`src/digit_pkg.sv`:
```
// Digit recognizer shared definitions
`default_nettype none

package digit_pkg;

    localparam int grid_rows    = 5;
    localparam int grid_cols    = 4;
    localparam int num_classes  = 10;
    localparam int row_credits  = 2;
    localparam int blank_digit  = 10;
    localparam int credit_width = $clog2(row_credits + 1);

    // Bit c of a row is column c
    typedef logic [grid_cols-1:0]            canvas_row_t;
    typedef canvas_row_t [0:grid_rows-1]     canvas_t;
    typedef logic [2:0]                      row_index_t;
    typedef logic [1:0]                      col_index_t;
    typedef logic [4:0]                      score_t;
    typedef score_t [num_classes-1:0]        score_vector_t;
    typedef logic [3:0]                      digit_t;
    typedef logic [credit_width-1:0]         credit_t;

    // Reference bitmaps, row 0 at the top
    localparam canvas_t digit_templates [num_classes] = '{
        '{4'b0110, 4'b1001, 4'b1001, 4'b1001, 4'b0110},
        '{4'b0010, 4'b0110, 4'b0010, 4'b0010, 4'b0111},
        '{4'b1110, 4'b0001, 4'b0110, 4'b1000, 4'b1111},
        '{4'b1110, 4'b0001, 4'b0110, 4'b0001, 4'b1110},
        '{4'b1001, 4'b1001, 4'b1111, 4'b0001, 4'b0001},
        '{4'b1111, 4'b1000, 4'b1110, 4'b0001, 4'b1110},
        '{4'b0110, 4'b1000, 4'b1110, 4'b1001, 4'b0110},
        '{4'b1111, 4'b0001, 4'b0010, 4'b0100, 4'b0100},
        '{4'b0110, 4'b1001, 4'b0110, 4'b1001, 4'b0110},
        '{4'b0110, 4'b1001, 4'b0111, 4'b0001, 4'b0110}
    };

    // Master FSM states
    typedef enum logic [2:0] {
        state_reset,
        state_clear_start,
        state_clear_wait,
        state_idle,
        state_forward_step,
        state_display_digit
    } ctrl_state_t;

endpackage

`default_nettype wire
```
`src/row_stream_if.sv`:
```
// Credit-based row stream
`timescale 1ns/10ps
`default_nettype none

interface row_stream_if;

    logic                   valid;
    digit_pkg::canvas_row_t row_data;
    digit_pkg::row_index_t  row_index;
    logic                   last;
    // One pulse for each row freed in the receiver buffer
    logic                   credit_return;

    modport sender (output valid, row_data, row_index, last, input credit_return);

    modport receiver (input valid, row_data, row_index, last, output credit_return);

endinterface

`default_nettype wire

```
`src/digit_recognizer_top.sv`:
```
// Digit recognizer top level
`timescale 1ns/10ps
`default_nettype none

module digit_recognizer_top (
    input  wire        clk,
    input  wire        reset,
    input  wire        en,
    input  wire        button1,
    input  wire        button2,
    input  wire        paint_valid,
    input  wire  [2:0] paint_row,
    input  wire  [1:0] paint_col,
    output logic       paint_ready,
    output logic [3:0] output_digit
);

    logic                     graphics_initialized;
    logic                     painter_ready;
    logic                     clear_canvas;
    logic                     enable_graphics;
    logic                     start_network;
    logic                     reset_network;
    logic                     network_reset;
    logic                     scores_valid;
    logic                     network_done;
    digit_pkg::digit_t        predicted_digit;
    digit_pkg::canvas_t       canvas;
    digit_pkg::score_vector_t scores;

    row_stream_if rows ();

    // Network side also held in reset by the controller
    assign network_reset = reset || reset_network;

    recognizer_controller u_controller (
        .clk(clk), .reset(reset), .en(en), .button1(button1), .button2(button2),
        .graphics_initialized(graphics_initialized), .painter_ready(painter_ready),
        .network_done(network_done), .predicted_digit(predicted_digit),
        .output_digit(output_digit), .clear_canvas(clear_canvas),
        .enable_graphics(enable_graphics), .start_network(start_network),
        .reset_network(reset_network)
    );

    canvas_painter u_painter (
        .clk(clk), .reset(reset), .clear_canvas(clear_canvas),
        .enable_graphics(enable_graphics), .paint_valid(paint_valid),
        .paint_row(paint_row), .paint_col(paint_col),
        .initialized(graphics_initialized), .ready(painter_ready),
        .paint_ready(paint_ready), .canvas(canvas)
    );

    row_streamer u_streamer (
        .clk(clk), .reset(network_reset), .start(start_network), .canvas(canvas),
        .rows(rows.sender)
    );

    template_scorer u_scorer (
        .clk(clk), .reset(network_reset), .rows(rows.receiver),
        .scores_valid(scores_valid), .scores(scores)
    );

    score_argmax u_argmax (
        .clk(clk), .reset(network_reset), .scores_valid(scores_valid), .scores(scores),
        .done(network_done), .digit(predicted_digit)
    );

endmodule

`default_nettype wire

```
`src/recognizer_controller.sv`:
```
// Recognizer master FSM
`timescale 1ns/10ps
`default_nettype none

module recognizer_controller (
    input  wire                    clk,
    input  wire                    reset,
    input  wire                    en,
    input  wire                    button1,
    input  wire                    button2,
    input  wire                    graphics_initialized,
    input  wire                    painter_ready,
    input  wire                    network_done,
    input  wire digit_pkg::digit_t predicted_digit,
    output digit_pkg::digit_t      output_digit,
    output logic                   clear_canvas,
    output logic                   enable_graphics,
    output logic                   start_network,
    output logic                   reset_network
);

    digit_pkg::ctrl_state_t state;
    digit_pkg::ctrl_state_t state_next;
    digit_pkg::digit_t      digit_latched;
    logic                   done_pending;
    logic                   done_seen;

    assign done_seen = network_done || done_pending;

    assign output_digit = (state == digit_pkg::state_display_digit) ? digit_latched
                          : digit_pkg::digit_t'(digit_pkg::blank_digit);

    // The network keeps running with en low, so its done is held here
    always_ff @(posedge clk) begin
        if (reset) begin
            state        <= digit_pkg::state_reset;
            done_pending <= 1'b0;
        end else if (en) begin
            state        <= state_next;
            done_pending <= 1'b0;
        end else if (network_done) begin
            done_pending <= 1'b1;
        end
    end

    always_ff @(posedge clk) begin
        if (network_done) begin
            digit_latched <= predicted_digit;
        end
    end

    always_comb begin
        state_next = state;
        case (state)
            digit_pkg::state_reset:
                if (graphics_initialized) state_next = digit_pkg::state_clear_start;
            digit_pkg::state_clear_start:
                state_next = button2 ? digit_pkg::state_reset : digit_pkg::state_clear_wait;
            digit_pkg::state_clear_wait:
                if (button2) state_next = digit_pkg::state_reset;
                else if (painter_ready) state_next = digit_pkg::state_idle;
            digit_pkg::state_idle:
                if (button2) state_next = digit_pkg::state_reset;
                else if (button1) state_next = digit_pkg::state_forward_step;
            // Done wins over button2 here
            digit_pkg::state_forward_step:
                if (done_seen) state_next = digit_pkg::state_display_digit;
                else if (button2) state_next = digit_pkg::state_reset;
            digit_pkg::state_display_digit:
                if (button2) state_next = digit_pkg::state_reset;
                else if (button1) state_next = digit_pkg::state_clear_start;
            default:
                state_next = digit_pkg::state_reset;
        endcase
    end

    // Outputs decoded from the state alone
    always_comb begin
        clear_canvas    = 1'b0;
        enable_graphics = 1'b0;
        start_network   = 1'b0;
        reset_network   = 1'b1;
        case (state)
            digit_pkg::state_clear_start: begin
                clear_canvas    = 1'b1;
                enable_graphics = 1'b1;
            end
            digit_pkg::state_clear_wait,
            digit_pkg::state_idle: begin
                enable_graphics = 1'b1;
            end
            digit_pkg::state_forward_step: begin
                start_network = 1'b1;
                reset_network = 1'b0;
            end
            digit_pkg::state_display_digit: begin
                reset_network = 1'b0;
            end
            default: begin
                clear_canvas = 1'b1;
            end
        endcase
    end

endmodule

`default_nettype wire

```
`src/score_argmax.sv`:
```
// Winning class selector
`timescale 1ns/10ps
`default_nettype none

module score_argmax (
    input  wire                           clk,
    input  wire                           reset,
    input  wire                           scores_valid,
    input  wire digit_pkg::score_vector_t scores,
    output logic                          done,
    output digit_pkg::digit_t             digit
);

    digit_pkg::digit_t best_idx;
    digit_pkg::score_t best_score;

    // Strict compare keeps the lowest index on a tie
    always_comb begin
        best_idx   = '0;
        best_score = scores[0];
        for (int k = 1; k < digit_pkg::num_classes; k++) begin
            if (scores[k] > best_score) begin
                best_score = scores[k];
                best_idx   = digit_pkg::digit_t'(k);
            end
        end
    end

    always_ff @(posedge clk) begin
        if (reset) begin
            done <= 1'b0;
        end else begin
            done <= scores_valid;
        end
    end

    always_ff @(posedge clk) begin
        if (scores_valid) begin
            digit <= best_idx;
        end
    end

endmodule

`default_nettype wire

```
`src/template_scorer.sv`:
```
// Template match scorer
`timescale 1ns/10ps
`default_nettype none

module template_scorer (
    input  wire                      clk,
    input  wire                      reset,
    row_stream_if.receiver           rows,
    output logic                     scores_valid,
    output digit_pkg::score_vector_t scores
);

    typedef struct packed {
        logic                   last;
        digit_pkg::row_index_t  index;
        digit_pkg::canvas_row_t data;
    } beat_t;

    beat_t                    buffer [digit_pkg::row_credits];
    beat_t                    stage;
    logic                     wr_ptr;
    logic                     rd_ptr;
    digit_pkg::credit_t       count;
    logic                     pop;
    logic                     stage_valid;
    digit_pkg::score_vector_t acc;
    digit_pkg::score_vector_t sum;

    function automatic digit_pkg::score_t match_count(
        input digit_pkg::canvas_row_t row,
        input digit_pkg::canvas_row_t tmpl
    );
        digit_pkg::score_t n;
        n = '0;
        for (int c = 0; c < digit_pkg::grid_cols; c++) begin
            n = n + digit_pkg::score_t'(row[c] == tmpl[c]);
        end
        return n;
    endfunction

    assign pop = (count != '0);

    always_comb begin
        for (int k = 0; k < digit_pkg::num_classes; k++) begin
            sum[k] = acc[k] + match_count(stage.data, digit_pkg::digit_templates[k][stage.index]);
        end
    end

    // Buffer control, one pop per cycle, credit follows the pop
    always_ff @(posedge clk) begin
        if (reset) begin
            wr_ptr        <= 1'b0;
            rd_ptr        <= 1'b0;
            count         <= '0;
            stage_valid   <= 1'b0;
            rows.credit_return <= 1'b0;
            scores_valid  <= 1'b0;
            acc           <= '0;
        end else begin
            if (rows.valid) begin
                wr_ptr <= wr_ptr + 1'b1;
            end
            if (pop) begin
                rd_ptr <= rd_ptr + 1'b1;
            end
            count <= count + digit_pkg::credit_t'(rows.valid) - digit_pkg::credit_t'(pop);
            stage_valid        <= pop;
            rows.credit_return <= pop;
            scores_valid       <= stage_valid && stage.last;
            if (stage_valid) begin
                acc <= stage.last ? '0 : sum;
            end
        end
    end

    always_ff @(posedge clk) begin
        if (rows.valid) begin
            buffer[wr_ptr] <= '{last: rows.last, index: rows.row_index, data: rows.row_data};
        end
        if (pop) begin
            stage <= buffer[rd_ptr];
        end
        if (stage_valid && stage.last) begin
            scores <= sum;
        end
    end

endmodule

`default_nettype wire

```
`src/row_streamer.sv`:
```
// Canvas row streamer
`timescale 1ns/10ps
`default_nettype none

module row_streamer (
    input  wire                     clk,
    input  wire                     reset,
    input  wire                     start,
    input  wire digit_pkg::canvas_t canvas,
    row_stream_if.sender            rows
);

    digit_pkg::canvas_t    snapshot;
    digit_pkg::row_index_t row_ptr;
    digit_pkg::credit_t    credits;
    logic                  sending;
    logic                  launched;
    logic                  fire;

    // Start is a level during the forward step, so only the first cycle launches
    assign fire           = sending && (credits != '0);
    assign rows.valid     = fire;
    assign rows.row_data  = snapshot[row_ptr];
    assign rows.row_index = row_ptr;
    assign rows.last      = (row_ptr == digit_pkg::row_index_t'(digit_pkg::grid_rows - 1));

    always_ff @(posedge clk) begin
        if (reset) begin
            sending  <= 1'b0;
            launched <= 1'b0;
            row_ptr  <= '0;
            credits  <= digit_pkg::credit_t'(digit_pkg::row_credits);
        end else begin
            if (start && !launched) begin
                sending  <= 1'b1;
                launched <= 1'b1;
                row_ptr  <= '0;
            end else if (fire) begin
                row_ptr <= row_ptr + 1'b1;
                if (rows.last) begin
                    sending <= 1'b0;
                end
            end
            credits <= credits + digit_pkg::credit_t'(rows.credit_return)
                       - digit_pkg::credit_t'(fire);
        end
    end

    always_ff @(posedge clk) begin
        if (start && !launched) begin
            snapshot <= canvas;
        end
    end

endmodule

`default_nettype wire

```
`src/canvas_painter.sv`:
```
// Bitmap canvas painter
`timescale 1ns/10ps
`default_nettype none

module canvas_painter (
    input  wire                        clk,
    input  wire                        reset,
    input  wire                        clear_canvas,
    input  wire                        enable_graphics,
    input  wire                        paint_valid,
    input  wire digit_pkg::row_index_t paint_row,
    input  wire digit_pkg::col_index_t paint_col,
    output logic                       initialized,
    output logic                       ready,
    output logic                       paint_ready,
    output digit_pkg::canvas_t         canvas
);

    logic                  clearing;
    digit_pkg::row_index_t clear_row;
    logic                  last_clear_row;

    assign last_clear_row = (clear_row == digit_pkg::row_index_t'(digit_pkg::grid_rows - 1));

    // Ready already on the last clear row, so the controller reaches idle as the clear ends
    assign ready       = !clearing || last_clear_row;
    assign paint_ready = enable_graphics && !clearing && !clear_canvas;

    // Row-wise clear sequencer, also run once after reset
    always_ff @(posedge clk) begin
        if (reset) begin
            clearing    <= 1'b1;
            clear_row   <= '0;
            initialized <= 1'b0;
        end else if (clear_canvas && enable_graphics) begin
            clearing  <= 1'b1;
            clear_row <= '0;
        end else if (clearing) begin
            clear_row <= clear_row + 1'b1;
            if (last_clear_row) begin
                clearing    <= 1'b0;
                initialized <= 1'b1;
            end
        end
    end

    always_ff @(posedge clk) begin
        if (clearing) begin
            canvas[clear_row] <= '0;
        end else if (paint_valid && paint_ready
                     && paint_row < digit_pkg::row_index_t'(digit_pkg::grid_rows)) begin
            canvas[paint_row][paint_col] <= 1'b1;
        end
    end

endmodule

`default_nettype wire

```
`config.mk`:
```
export PLATFORM = sky130hd
export DESIGN_NAME = digit_recognizer_top
export DESIGN_NICKNAME = d
export VERILOG_FILES = /design/src/digit_pkg.sv /design/src/row_stream_if.sv /design/src/digit_recognizer_top.sv /design/src/recognizer_controller.sv /design/src/score_argmax.sv /design/src/template_scorer.sv /design/src/row_streamer.sv /design/src/canvas_painter.sv
export SDC_FILE = /design/constraint.sdc
export NUM_CORES = 1
export LEC_CHECK = 0
export BUFFER_PORTS_ARGS = -buffer_cell sky130_fd_sc_hd__buf_2
export CAP_MARGIN = 25
export CELL_PAD_IN_SITES_DETAIL_PLACEMENT = 1
export CELL_PAD_IN_SITES_GLOBAL_PLACEMENT = 1
export CORE_UTILIZATION = 30
export DETAILED_ROUTE_END_ITERATION = 12
export PLACE_DENSITY_LB_ADDON = 0.25
export SLEW_MARGIN = 15
export SYNTH_ARGS = -nofsm -noshare
export SYNTH_HDL_FRONTEND = slang
export SYNTH_HIERARCHICAL = 1
export SYNTH_SLANG_ARGS = --single-unit
```
`constraint.sdc`:
```
create_clock -name clk -period 16.05 [get_ports clk]
set_input_delay 3.21 -clock clk [delete_from_list [all_inputs] [get_ports clk]]
set_output_delay 3.21 -clock clk [all_outputs]
set_load 0.01 [all_outputs]
```
==> impl_metrics.yaml <==
synthesis:
  synth_top_family_by_area: "compound AO/OA/AOI/OAI gates"
  ys.warnings.count: 6
  synth_top_area_frac: 0.3317
  yosys_register_bits: 195
  area_share_of_xor_xnor_cells_in_the_synthesized_design: 0.04838
  post_synth_fa_ha_maj_area_fraction: 0.1319
  synth_edf_count: 122
  synthMostInstantiatedCell: "sky130_fd_sc_hd__edfxtp_1"
  synthMuxAreaShare: 0.03444
  synth-compound-area-share: 0.1483
  syn_avg_cell_area_um2: 11.26
  synth.net_count: 1091
  synth_cell_type_count: 77
  yosys_most_used_dff: "sky130_fd_sc_hd__edfxtp_1"
  synth.cells.most_frequent: "sky130_fd_sc_hd__edfxtp_1, sky130_fd_sc_hd__inv_1, sky130_fd_sc_hd__dfxtp_1"
  synth_top_cell_by_area: "sky130_fd_sc_hd__edfxtp_1"
  syn-instance-count: 981
  synth-simple-area-share: 0.1281
  synth-async-reset-ratio: 0
  netlist_top_cells_area: "sky130_fd_sc_hd__edfxtp_1, sky130_fd_sc_hd__dfxtp_1, sky130_fd_sc_hd__ha_1"
  synth-seq-area-share: 0.4641
  synth.cell_area_mm2: 0.01104
timing:
  min_period_ps: 14070
  setup_repair_after_global_routing_missed_its_margin: "no"
  hold-worst-slack_ps: 455.1
  finalCritPeriodShare: 0.8767
  finalSetupViolCount: 0
  setup-tns-final_ps: 0
  final_max_slew_viol_count: 0
  number_of_endpoints_with_negative_hold_slack_in_the_final_report: 0
  max_freq_mhz: 71.07
  slew-limit-headroom: 0.3258
  fin_skew_ps: 14.23
  pin_slew_with_the_least_headroom_to_its_limit_ps: 1009
finish:
  drive_above_1_share: 0.09291
  finalNetCount: 1098
  fill_cells: 3961
  multiInputGateArea_mm2: 0.005428
  num_antenna_cells: 0
  fin_cells: 1462
  utilization: 0.3371
  final-seq-area_mm2: 0.005126
  syn2layout_area_growth_pct: 9.642
worst_setup_path:
  critical_path.top_delay_family: "compound AO/OA/AOI/OAI gates"
  cp.required_ps: 16320
  critPathBufInv: 4
  worst_path_largest_cell_delay_ps: 700
  critPathArrivalTime_ps: 14340
  timing.reg2reg.worst_path_depth: 61
  critical_path.reg2reg.startpoint: "u_scorer/scores[4]$_DFFE_PP_"
  worst_r2r_endpoint: "u_argmax/digit[2]$_SDFFCE_PP0P_"
  worst-r2r-setup-slack_ps: 1980
  timing.critical_path.to_type: "flop"
  path_common_cell: "sky130_fd_sc_hd__ha_1"
  critical-path-slowest-cell: "sky130_fd_sc_hd__a22oi_1"
  path_class: "flop to flop"
  startpoint_type: "flop"
  crit_fanout: 11
floorplanning:
  initial_core_utilization: 0.3075
  num_rows: 69
  coreArea_mm2: 0.03591
  die_height_um: 193.9
  design.die.area_mm2: 0.03758
  die_width_um: 193.9
  pin_count: 16
drt:
  postRouteAntennaNets: 0
  route.detailed.drc: 0
  drt_pre_antenna_iters: 5
  routed_wire_length_per_instance_um: 16.56
  drtIter0Drc: 318
  via_count: 7071
  wirelength_um: 24210
  vias_per_cell: 4.837
min_path:
  hold_path.startpoint: "u_painter/canvas[12]$_DFFE_PP_"
  worst_hold_path.endpoint: "u_streamer/snapshot[12]$_DFFE_PP_"
  worst_hold_path.num_cells: 0
  worstHoldPathType: "flop to flop"
cts:
  ctsHtreeMaxLevel: 4
  worst_skew_pair.late_latency_ps: 440
  clock_sink_count: 195
  cts.root.buffer_cell: "sky130_fd_sc_hd__clkbuf_16"
  cts_inserted_buffers: 17
  post_cts.repair.setup_buffers: 0
  cts_buffer_depth: 2
  clock_tree_from_tritoncts: "built"
  cts_resized: 0
  ctsHoldBuffers: 0
  clkTransAtPathRegs_ps: 70
status:
  run_status: "completed"
power:
  peakVddDrop_uv: 66.68
  cellLeakagePower_nw: 4.519
  pwr_density_cell_mw_per_mm2: 85.94
  finalPower_mw: 1.041
place:
  buffer_ports.inserted: 15
  place.detailed.instances: 1430
  gpl.final_weighted_congestion: 0.7911
  hpwlAfterDp_um: 18320
grt:
  grt_max_degree: 46
  grt_antenna_before_repair: 0
  grt.total_usage: 0.1348
  grt.overflow.total: 0
  grt_first_pass_wirelength_um: 40280
  first_global_vias: 7422
flow_run:
  drv.max_cap_violation_count: 0
[state kept, by name, summed over array words and instances (netlist names), 3 cells and up]
register,cells
u_streamer/rows.row_index,3
u_scorer/stage,8
u_controller/state,3
u_scorer/buffer,16
u_controller/digit_latched,4
u_painter/clear_row,3
u_scorer/acc,50
u_painter/canvas,20
u_argmax/digit,4
u_streamer/snapshot,20
u_scorer/scores,50
[stage by stage]
step	cell area (um^2)	setup slack (ps)
6_report	12110	1980
5_1_grt	12110	590.9
4_1_cts	12110	2016
3_5_place_dp	11540	2086
3_3_place_gp	11520	2457
2_1_floorplan	11040	4247
[routing by layer]
layer,GRT usage,up-vias,share of wire
met3,0.02157,17,0.013
met1,0.1869,3460,0.51
li1,-,3561,-
met5,0,-,0
met4,0.03674,0,0.012
met2,0.2173,33,0.46
[cell type report]
class                           instances  area share
Multi-Input combinational cell        677      0.4483
Clock inverter                         15     0.01178
Inverter                               77     0.02387
Timing Repair Buffer                   20    0.009920
Sequential cell                       195      0.4234
Clock buffer                           17     0.03513
Tap cell                              461     0.04764
[worst max-delay path by stage]
| stage | startpoint | end | cells past startpoint |
|---|---|---|---|
| CTS | u_scorer/scores[2]$_DFFE_PP_ | u_argmax/digit[2]$_SDFFCE_PP0P_ | 61 |
| finish | u_scorer/scores[4]$_DFFE_PP_ | u_argmax/digit[2]$_SDFFCE_PP0P_ | 61 |
| global placement | u_scorer/scores[2]$_DFFE_PP_ | u_argmax/digit[2]$_SDFFCE_PP0P_ | 61 |
| global route | u_scorer/scores[2]$_DFFE_PP_ | u_argmax/digit[2]$_SDFFCE_PP0P_ | 61 |
| detailed placement | u_scorer/scores[4]$_DFFE_PP_ | u_argmax/digit[2]$_SDFFCE_PP0P_ | 61 |
| floorplan | u_scorer/scores[4]$_DFFE_PP_ | u_argmax/digit[0]$_SDFFCE_PN1P_ | 61 |
[layout by cell type (no fill, tap or decap), types with 6 or more instances in the layout]
master                      netlist  routed
sky130_fd_sc_hd__o21a_1          16      16
sky130_fd_sc_hd__nor2_1          53      53
sky130_fd_sc_hd__o21ai_1         14      14
sky130_fd_sc_hd__inv_1           77      77
sky130_fd_sc_hd__dfxtp_1         73      72
sky130_fd_sc_hd__o21ai_0         19      19
sky130_fd_sc_hd__a31oi_1         18      18
sky130_fd_sc_hd__fa_1            29      29
sky130_fd_sc_hd__buf_2           14      15
sky130_fd_sc_hd__a21o_1          17      17
sky130_fd_sc_hd__edfxtp_1       122     122
sky130_fd_sc_hd__nand3_1         16      16
sky130_fd_sc_hd__o22ai_1          6       6
sky130_fd_sc_hd__mux2i_1         23      23
sky130_fd_sc_hd__o211ai_1         7       7
sky130_fd_sc_hd__or2_2            5       6
sky130_fd_sc_hd__a21oi_1         49      49
sky130_fd_sc_hd__nand2_1         40      40
sky130_fd_sc_hd__nor3_1          11      11
sky130_fd_sc_hd__clkbuf_16        0      17
sky130_fd_sc_hd__mux2_2          12      12
sky130_fd_sc_hd__xnor2_1         45      45
sky130_fd_sc_hd__nor3b_1          8       8
sky130_fd_sc_hd__ha_1            70      70
sky130_fd_sc_hd__and3_1           8       8
sky130_fd_sc_hd__xor2_1          16      16
sky130_fd_sc_hd__nand2b_1        25      25
sky130_fd_sc_hd__a22o_1          25      25
sky130_fd_sc_hd__nand3b_1        21      21
sky130_fd_sc_hd__nor2b_1         30      29
[report_power, final]
| part | internal (mW) | total [mW] | leakage (nW) | switching, mW |
|---|---|---|---|---|
| clock network | 0.206 | 0.413 | 0.284 | 0.207 |
| registers | 0.562 | 0.579 | 1.73 | 0.0177 |
| logic | 0.0255 | 0.0477 | 2.50 | 0.0222 |
| total | 0.793 | 1.04 | 4.52 | 0.247 |
[cells by family (layout without fill, tap and decap cells)]
group	count (synthesis)	after routing
buffers and inverters	109	129
flip-flops	195	195
adder cells (fa/ha/maj)	99	99
AO/OA/AOI/OAI	231	231
multiplexers	36	36
AND/OR/NAND/NOR	250	250
XOR/XNOR	61	61
(Power assumes the default switching activity.)
